File: src/hdl/ship_pkg.sv
`default_nettype none

package ship_pkg;

	//////////////////////////////////////////////////
	// Coordinate types
	//////////////////////////////////////////////////

	localparam int COORD_W = 10;

	// Screen coordinate, x or y
	typedef logic [COORD_W-1:0] coord_t;

	// One spare bit so that sums of a coordinate and a half size never wrap
	typedef logic [COORD_W:0] coord_ext_t;

	// Number of alien targets tested by the bolt
	localparam int NUM_ALIENS = 3;

	// One coordinate per alien, alien 0 in the low word
	typedef coord_t [NUM_ALIENS-1:0] alien_coords_t;

	// Game mode, anything but MODE_PLAY is a menu screen
	typedef logic [1:0] mode_t;
	localparam mode_t MODE_PLAY = 2'd2;

	//////////////////////////////////////////////////
	// Geometry
	//////////////////////////////////////////////////

	// Screen and scoreboard limits
	localparam coord_t SCREEN_WIDTH      = 10'd640;
	localparam coord_t SCOREBOARD_BOTTOM = 10'd40;

	// Ship rows and half length
	localparam coord_t SHIP_TOP      = 10'd420;
	localparam coord_t SHIP_BOTTOM   = 10'd430;
	localparam coord_t SHIP_HALF_LEN = 10'd20;
	localparam coord_t SHIP_START_X  = 10'd320;

	// Ship centre travel range
	localparam coord_t SHIP_MIN_X = SHIP_HALF_LEN;
	localparam coord_t SHIP_MAX_X = SCREEN_WIDTH - SHIP_HALF_LEN;

	// Bolt rest row and half sizes
	localparam coord_t LASER_START_Y     = 10'd417;
	localparam coord_t LASER_HALF_HEIGHT = 10'd5;
	localparam coord_t LASER_HALF_LEN    = 10'd1;

	// Target half sizes
	localparam coord_t SAUCER_HALF_HEIGHT = 10'd7;
	localparam coord_t SAUCER_HALF_LEN    = 10'd20;
	localparam coord_t ALIEN_HALF_HEIGHT  = 10'd8;
	localparam coord_t ALIEN_HALF_LEN     = 10'd15;

	// Movement per frame, ship and bolt alike
	localparam coord_t STEP = 10'd1;

	// Zero extension for wrap-free compares
	function automatic coord_ext_t ext(input coord_t c);
		return {1'b0, c};
	endfunction

endpackage

`default_nettype wire

File: src/hdl/player_ctrl.sv
`timescale 1ns/10ps
`default_nettype none

module player_ctrl import ship_pkg::*; (
	input  wire logic   clk,
	input  wire logic   rst_n,
	input  wire logic   restart,
	input  wire mode_t  mode,
	input  wire logic   button_left,
	input  wire logic   button_right,
	input  wire logic   button_shoot,
	input  wire coord_t scan_x,
	input  wire coord_t scan_y,
	input  wire logic   laser_hit_now,
	output coord_t      ship_x,
	output coord_t      laser_x,
	output coord_t      laser_y,
	output logic        laser_active
);

	// Bolt rests on the ship or climbs the screen
	typedef enum logic {
		BOLT_IDLE = 1'b0,
		BOLT_FLY  = 1'b1
	} bolt_state_t;

	bolt_state_t bolt_state;

	logic frame_tick;
	logic in_play;
	logic move_right;
	logic move_left;

	//////////////////////////////////////////////////
	// Frame tick and mode gating
	//////////////////////////////////////////////////

	// Scan at the top left pixel marks a new frame
	assign frame_tick = (scan_x == '0) && (scan_y == '0);

	// Menus and restart hold everything at start values
	assign in_play = (mode == MODE_PLAY) && !restart;

	// Moves allowed only inside the edge limits
	assign move_right = button_right && (ship_x < SHIP_MAX_X);
	assign move_left  = button_left && (ship_x > SHIP_MIN_X);

	//////////////////////////////////////////////////
	// Ship position
	//////////////////////////////////////////////////

	always_ff @(posedge clk or negedge rst_n) begin
		if (!rst_n) begin
			ship_x <= SHIP_START_X;
		end else if (!in_play) begin
			ship_x <= SHIP_START_X;
		end else if (frame_tick) begin
			// Right takes priority when both are held
			if (move_right) begin
				ship_x <= ship_x + STEP;
			end else if (move_left) begin
				ship_x <= ship_x - STEP;
			end
		end
	end

	//////////////////////////////////////////////////
	// Bolt state machine
	//////////////////////////////////////////////////

	always_ff @(posedge clk or negedge rst_n) begin
		if (!rst_n) begin
			bolt_state <= BOLT_IDLE;
			laser_x    <= SHIP_START_X;
			laser_y    <= LASER_START_Y;
		end else if (!in_play) begin
			bolt_state <= BOLT_IDLE;
			laser_x    <= SHIP_START_X;
			laser_y    <= LASER_START_Y;
		end else if (frame_tick) begin
			case (bolt_state)
				BOLT_IDLE: begin
					// Launch from the ship centre
					if (button_shoot) begin
						bolt_state <= BOLT_FLY;
						laser_x    <= ship_x;
						laser_y    <= LASER_START_Y;
					end
				end
				BOLT_FLY: begin
					// Shoot is ignored in flight
					if (laser_hit_now) begin
						// Back to the ship, wherever it is now
						bolt_state <= BOLT_IDLE;
						laser_x    <= ship_x;
						laser_y    <= LASER_START_Y;
					end else begin
						// One line up per frame
						laser_y <= laser_y - STEP;
					end
				end
				default: begin
					bolt_state <= BOLT_IDLE;
				end
			endcase
		end
	end

	// Hit result only matters while flying
	assign laser_active = (bolt_state == BOLT_FLY);

endmodule

`default_nettype wire

File: src/hdl/laser_hit.sv
`timescale 1ns/10ps
`default_nettype none

module laser_hit import ship_pkg::*; (
	input  wire coord_t        laser_x,
	input  wire coord_t        laser_y,
	input  wire coord_t        saucer_x,
	input  wire coord_t        saucer_y,
	input  wire alien_coords_t alien_x,
	input  wire alien_coords_t alien_y,
	output logic               laser_hit_now
);

	logic                  board_hit;
	logic                  saucer_hit;
	logic [NUM_ALIENS-1:0] alien_hit;

	//////////////////////////////////////////////////
	// Box test
	//////////////////////////////////////////////////

	// Bolt at or below the target's lower edge plus one step,
	// and bolt x inside the target's horizontal span
	function automatic logic box_hit(
		input coord_t lx,
		input coord_t ly,
		input coord_t tx,
		input coord_t ty,
		input coord_t half_h,
		input coord_t half_l
	);
		logic y_ok;
		logic x_lo_ok;
		logic x_hi_ok;
		y_ok    = ext(ly) <= ext(ty) + ext(half_h) + ext(STEP);
		// Left bound moved to the bolt side, no subtraction
		x_lo_ok = ext(lx) + ext(half_l) >= ext(tx);
		x_hi_ok = ext(lx) <= ext(tx) + ext(half_l);
		return y_ok && x_lo_ok && x_hi_ok;
	endfunction

	//////////////////////////////////////////////////
	// Targets
	//////////////////////////////////////////////////

	// Scoreboard edge, constant sum fits in a coordinate
	assign board_hit = laser_y <= SCOREBOARD_BOTTOM + LASER_HALF_HEIGHT + STEP;

	// Flying saucer
	assign saucer_hit = box_hit(laser_x, laser_y, saucer_x, saucer_y,
				SAUCER_HALF_HEIGHT, SAUCER_HALF_LEN);

	// Each alien with the same test
	always_comb begin
		alien_hit = '0;
		for (int i = 0; i < NUM_ALIENS; i++) begin
			alien_hit[i] = box_hit(laser_x, laser_y, alien_x[i], alien_y[i],
					ALIEN_HALF_HEIGHT, ALIEN_HALF_LEN);
		end
	end

	// Any overlap sends the bolt home
	assign laser_hit_now = board_hit || saucer_hit || (|alien_hit);

endmodule

`default_nettype wire

File: src/hdl/sprite_pixel.sv
`timescale 1ns/10ps
`default_nettype none

module sprite_pixel import ship_pkg::*; (
	input  wire coord_t scan_x,
	input  wire coord_t scan_y,
	input  wire coord_t ship_x,
	input  wire coord_t laser_x,
	input  wire coord_t laser_y,
	output logic        is_ship,
	output logic        is_laser
);

	logic ship_rows;
	logic ship_cols;
	logic laser_rows;
	logic laser_cols;

	//////////////////////////////////////////////////
	// Ship box
	//////////////////////////////////////////////////

	// Fixed rows
	assign ship_rows = (scan_y >= SHIP_TOP) && (scan_y <= SHIP_BOTTOM);

	// Centre plus or minus half length
	assign ship_cols = (ext(scan_x) + ext(SHIP_HALF_LEN) >= ext(ship_x))
			&& (ext(scan_x) <= ext(ship_x) + ext(SHIP_HALF_LEN));

	assign is_ship = ship_rows && ship_cols;

	//////////////////////////////////////////////////
	// Bolt box
	//////////////////////////////////////////////////

	// Vertical span around the bolt centre
	assign laser_rows = (ext(scan_y) + ext(LASER_HALF_HEIGHT) >= ext(laser_y))
			&& (ext(scan_y) <= ext(laser_y) + ext(LASER_HALF_HEIGHT));

	// Three pixels wide
	assign laser_cols = (ext(scan_x) + ext(LASER_HALF_LEN) >= ext(laser_x))
			&& (ext(scan_x) <= ext(laser_x) + ext(LASER_HALF_LEN));

	// Drawn at rest too, sitting on the ship
	assign is_laser = laser_rows && laser_cols;

endmodule

`default_nettype wire

File: src/hdl/spaceship_top.sv
`timescale 1ns/10ps
`default_nettype none

module spaceship_top import ship_pkg::*; (
	input  wire logic          clk,
	input  wire logic          rst_n,
	input  wire logic          restart,
	input  wire mode_t         mode,
	input  wire logic          button_left,
	input  wire logic          button_right,
	input  wire logic          button_shoot,
	input  wire coord_t        scan_x,
	input  wire coord_t        scan_y,
	input  wire coord_t        saucer_x,
	input  wire coord_t        saucer_y,
	input  wire alien_coords_t alien_x,
	input  wire alien_coords_t alien_y,
	output wire logic          is_ship,
	output wire logic          is_laser,
	output wire coord_t        laser_x,
	output wire coord_t        laser_y
);

	// Ship centre, shared by controller and pixel logic
	coord_t ship_x;

	// Overlap result fed back to the bolt FSM
	logic laser_hit_now;

	//////////////////////////////////////////////////
	// Controller
	//////////////////////////////////////////////////

	player_ctrl player_ctrl_i (
		.clk           (clk),
		.rst_n         (rst_n),
		.restart       (restart),
		.mode          (mode),
		.button_left   (button_left),
		.button_right  (button_right),
		.button_shoot  (button_shoot),
		.scan_x        (scan_x),
		.scan_y        (scan_y),
		.laser_hit_now (laser_hit_now),
		.ship_x        (ship_x),
		.laser_x       (laser_x),
		.laser_y       (laser_y),
		.laser_active  ()
	);

	//////////////////////////////////////////////////
	// Collision and pixel flags
	//////////////////////////////////////////////////

	laser_hit laser_hit_i (
		.laser_x       (laser_x),
		.laser_y       (laser_y),
		.saucer_x      (saucer_x),
		.saucer_y      (saucer_y),
		.alien_x       (alien_x),
		.alien_y       (alien_y),
		.laser_hit_now (laser_hit_now)
	);

	// Same-cycle flags for the pixel mixer
	sprite_pixel sprite_pixel_i (
		.scan_x   (scan_x),
		.scan_y   (scan_y),
		.ship_x   (ship_x),
		.laser_x  (laser_x),
		.laser_y  (laser_y),
		.is_ship  (is_ship),
		.is_laser (is_laser)
	);

endmodule

`default_nettype wire

File: config.mk
export PLATFORM = sky130hd
export DESIGN_NAME = spaceship_top
export DESIGN_NICKNAME = d
export VERILOG_FILES = /design/src/hdl/ship_pkg.sv /design/src/hdl/player_ctrl.sv /design/src/hdl/laser_hit.sv /design/src/hdl/sprite_pixel.sv /design/src/hdl/spaceship_top.sv
export SDC_FILE = /design/constraint.sdc
export NUM_CORES = 1
export LEC_CHECK = 0
export ABC_AREA = 1
export BUFFER_PORTS_ARGS = -buffer_cell sky130_fd_sc_hd__buf_2
export CAP_MARGIN = 10
export CORE_MARGIN = 8
export CORE_UTILIZATION = 37
export CTS_CLUSTER_SIZE = 20
export DETAILED_ROUTE_END_ITERATION = 6
export PLACE_DENSITY = 0.54
export SYNTH_ARGS = -nofsm -noshare
export SYNTH_HDL_FRONTEND = slang
export SYNTH_SLANG_ARGS = --single-unit
File: constraint.sdc
create_clock -name clk -period 3.37 [get_ports clk]
set_input_delay 0.1685 -clock clk [delete_from_list [all_inputs] [get_ports clk]]
set_output_delay 0.1685 -clock clk [all_outputs]
set_load 0.01 [all_outputs]
==> reports/metrics.cfg <==
[clocking]
clockBufferDepth = 2
cts_buffers = 5
h-tree-depth = 2
clock-sinks = 31
clkTransAtPathRegs_ns = 0.05
clock-root-buffer = clkbuf_16
cts_tree = yes
clkLatencyLatePin_ns = 0.28

[timing]
tightest_slew_ns = 0.7971
clock_skew_ns = 0.006608
relSlewSlack_pct = 46.57
whs_ns = 0.2727
max_freq_mhz = 315.8
finalCriticalPeriod_ns = 3.167
final-setup-viol-count = 0
timing.final.crit_share_pct = 93.97
finalHoldViolations = 0
fin_tns_setup_ns = 0
slew_viol_final = 0

[yosys]
synth_edf_count = 0
synth_area_per_cell_um2 = 6.673
yosys_warnings = 0
syn_nets = 1612
syn_inst = 1294
synth_top_area_share_pct = 30.29
ys_seq_elements = 31
async_reset_ff_share_pct = 100.0
synth_flop_cell = dfrtp_1
synth_cell_types = 49
synthTopCellsByArea = ha_1 30%, nand2_1 13%, xor2_1 10%
yosysSeqAreaShare_pct = 9.100
yosysTopAreaCell = ha_1
syn_area_um2 = 8635

[route]
drt_iter0_drc = 448
routed_wl_um = 26390
via_per_inst = 4.891
drt_pass1_iterations = 5
vias = 8666
detail-route-antenna-nets = 0
wl_per_cell_um = 14.89
drc = 0

[worst_setup_path]
max_stage_delay_ns = 0.59
rrSetupSlack_ns = 0.33
critPathCaptureType = output port
arrival_ns = 3.00
crit_required_ns = 3.20
cp_max_fo = 5
crit_chain = ha_1 > o21ai_0 > nor3_2 > xor2_1 > ha_1 > nand2_1 > nor2_1 > nor2_1 > nand3_1 > nand3_1 > nand2_1 > a21oi_1 > a211oi_1 > nor2_2 > buf_2
cp-start-kind = flip-flop
crit_type = reg -> out
cp_slowest_cell = dfstp_2

[floorplanning]
fp.dieArea_um2 = 28480
coreArea_um2 = 23190
num_rows = 56
fp.dieH_um = 168.8
start_util_pct = 37.23
die_w_um = 168.8
io_pins = 130

[place]
hpwlAfterDp_um = 22100
port_buffers = 129
place_inst = 1757
gp_congestion = 0.8929

[finish]
syn2layout_area_growth_pct = 16.64
mostFrequentLayoutCell = nand2_1
fin_cells = 1772
final_core_util_pct = 43.42
drive_above_1_share_pct = 13.83
fin_nets = 1770
final_cell_mix = 301 x nand2_1, 207 x ha_1, 205 x inv_1, 129 x buf_2, 97 x xor2_1
num_antenna_cells = 0

[global_route]
grt_start_max_net_pins = 32
track_usage_pct = 18.00
grt_pass1_vias = 8284
antenna_found_initial = 0
grt_overflow = 0
grt_first_pass_wirelength_um = 41750

[run]
cap_viol_max_count = 0

[power_and_ir_drop]
cellPowerDensity_nw_per_um2 = 169.8
peakVddDrop_uv = 193.4
p_leak_uw = 0.005522

[outcome]
status = finished clean

[worst_hold_path]
hp-class = in -> reg

==> sequential cells by signal, indices dropped and copies added, names as in the netlist <==
register	flops
player_ctrl_i.laser_y	10
player_ctrl_i.ship_x	10
player_ctrl_i.laser_x	10
player_ctrl_i.laser_active	1
==> worst paths after layout <==
check | start | to | cells past startpoint
setup / recovery | player_ctrl_i.laser_y[0] | is_laser | 15
hold / removal | restart | player_ctrl_i.laser_y[0] | 4
setup reg to reg | player_ctrl_i.laser_x[3] | player_ctrl_i.laser_y[2] | 20
hold reg to reg | player_ctrl_i.laser_y[0] | player_ctrl_i.laser_y[0] | 2
max in group asynchronous | rst_n | player_ctrl_i.laser_y[4] | 2
min in group asynchronous | rst_n | player_ctrl_i.ship_x[7] | 2
==> per-layer routing <==
layer | track usage (%) | part of all wire (%) | vias to the layer above
met4 | 3.144 | 1.3 | 0
met2 | 29.98 | 45 | 173
met3 | 2.283 | 4.4 | 30
met1 | 24.63 | 49 | 3885
li1 | - | - | 4578
met5 | 0 | 0 | -
==> where the power goes <==
| group | switching [uW] | leakage, uW | total [uW] | internal (uW) |
|---|---|---|---|---|
| clock network | 172 | 0.0000761 | 486 | 314 |
| registers | 13.2 | 0.000403 | 397 | 383 |
| logic | 488 | 0.00504 | 827 | 339 |
| total | 674 | 0.00552 | 1710 | 1040 |
==> metrics by stage <==
| step | setup slack (ns) | instance area, um^2 | total power (uW) |
|---|---|---|---|
| 3_3_place_gp | 0.1744 | 9791 | 1213 |
| 5_1_grt | -0.02621 | 10070 | 1874 |
| 3_5_place_dp | 0.1485 | 9791 | 1222 |
| 6_report | 0.2032 | 10070 | 1710 |
| 2_1_floorplan | 0.3461 | 8635 | 954.3 |
| 4_1_cts | 0.09723 | 9961 | 1716 |
==> cell type report <==
type / instances / area [um^2]
timing repair buffer: 158 / 873.3
multi-input combinational: 1047 / 7068
clock buffer: 7 / 152.6
tap: 319 / 399.1
sequential: 31 / 785.8
fill: 2497 / 13120
inverter: 209 / 784.5
clock inverter: 1 / 7.507
==> cells by family after synthesis <==
logic type / count (synthesis) / share of synthesized area (%)
AOI/OAI and AO/OA: 152 / 9.999
xor gates and xnor gates: 120 / 12.17
adders and majority gates: 210 / 30.52
buffers and inverters: 217 / 9.796
DFF: 31 / 9.100
and+or+nand+nor: 564 / 28.42
==> synthesized netlist by cell type (all sizes together), types with 4 or more instances <==
| cell | number |
|---|---|
| nand2 | 305 |
| nor3 | 29 |
| nand3 | 89 |
| dfstp | 8 |
| nor2 | 93 |
| nor4 | 4 |
| buf | 5 |
| inv | 209 |
| nand3b | 10 |
| dfrtp | 23 |
| xnor2 | 21 |
| nand4 | 26 |
| ha | 209 |
| a21o | 7 |
| o21ai | 40 |
| xor2 | 99 |
| o21a | 7 |
| a21oi | 72 |
| o22ai | 7 |
==> timing repair <==
item | in CTS | in global routing
hold endpoints to repair | 8 | 0
buffers inserted | 0 | 5
gates resized for setup | 0 | 15
setup endpoints to repair | 0 | 22
hold buffers | 1 | 0
==> critical path, delay by kind of cell (launching register included) <==
kind / cells / cell delay, ns
buffers and inverters: 1 / 0.16
and+or+nand+nor: 8 / 0.93
AOI/OAI and AO/OA: 3 / 0.37
adders and majority gates: 2 / 0.48
xor gates and xnor gates: 1 / 0.20
DFF: 1 / 0.59
No activity file was read; power rests on OpenSTA's default activity.
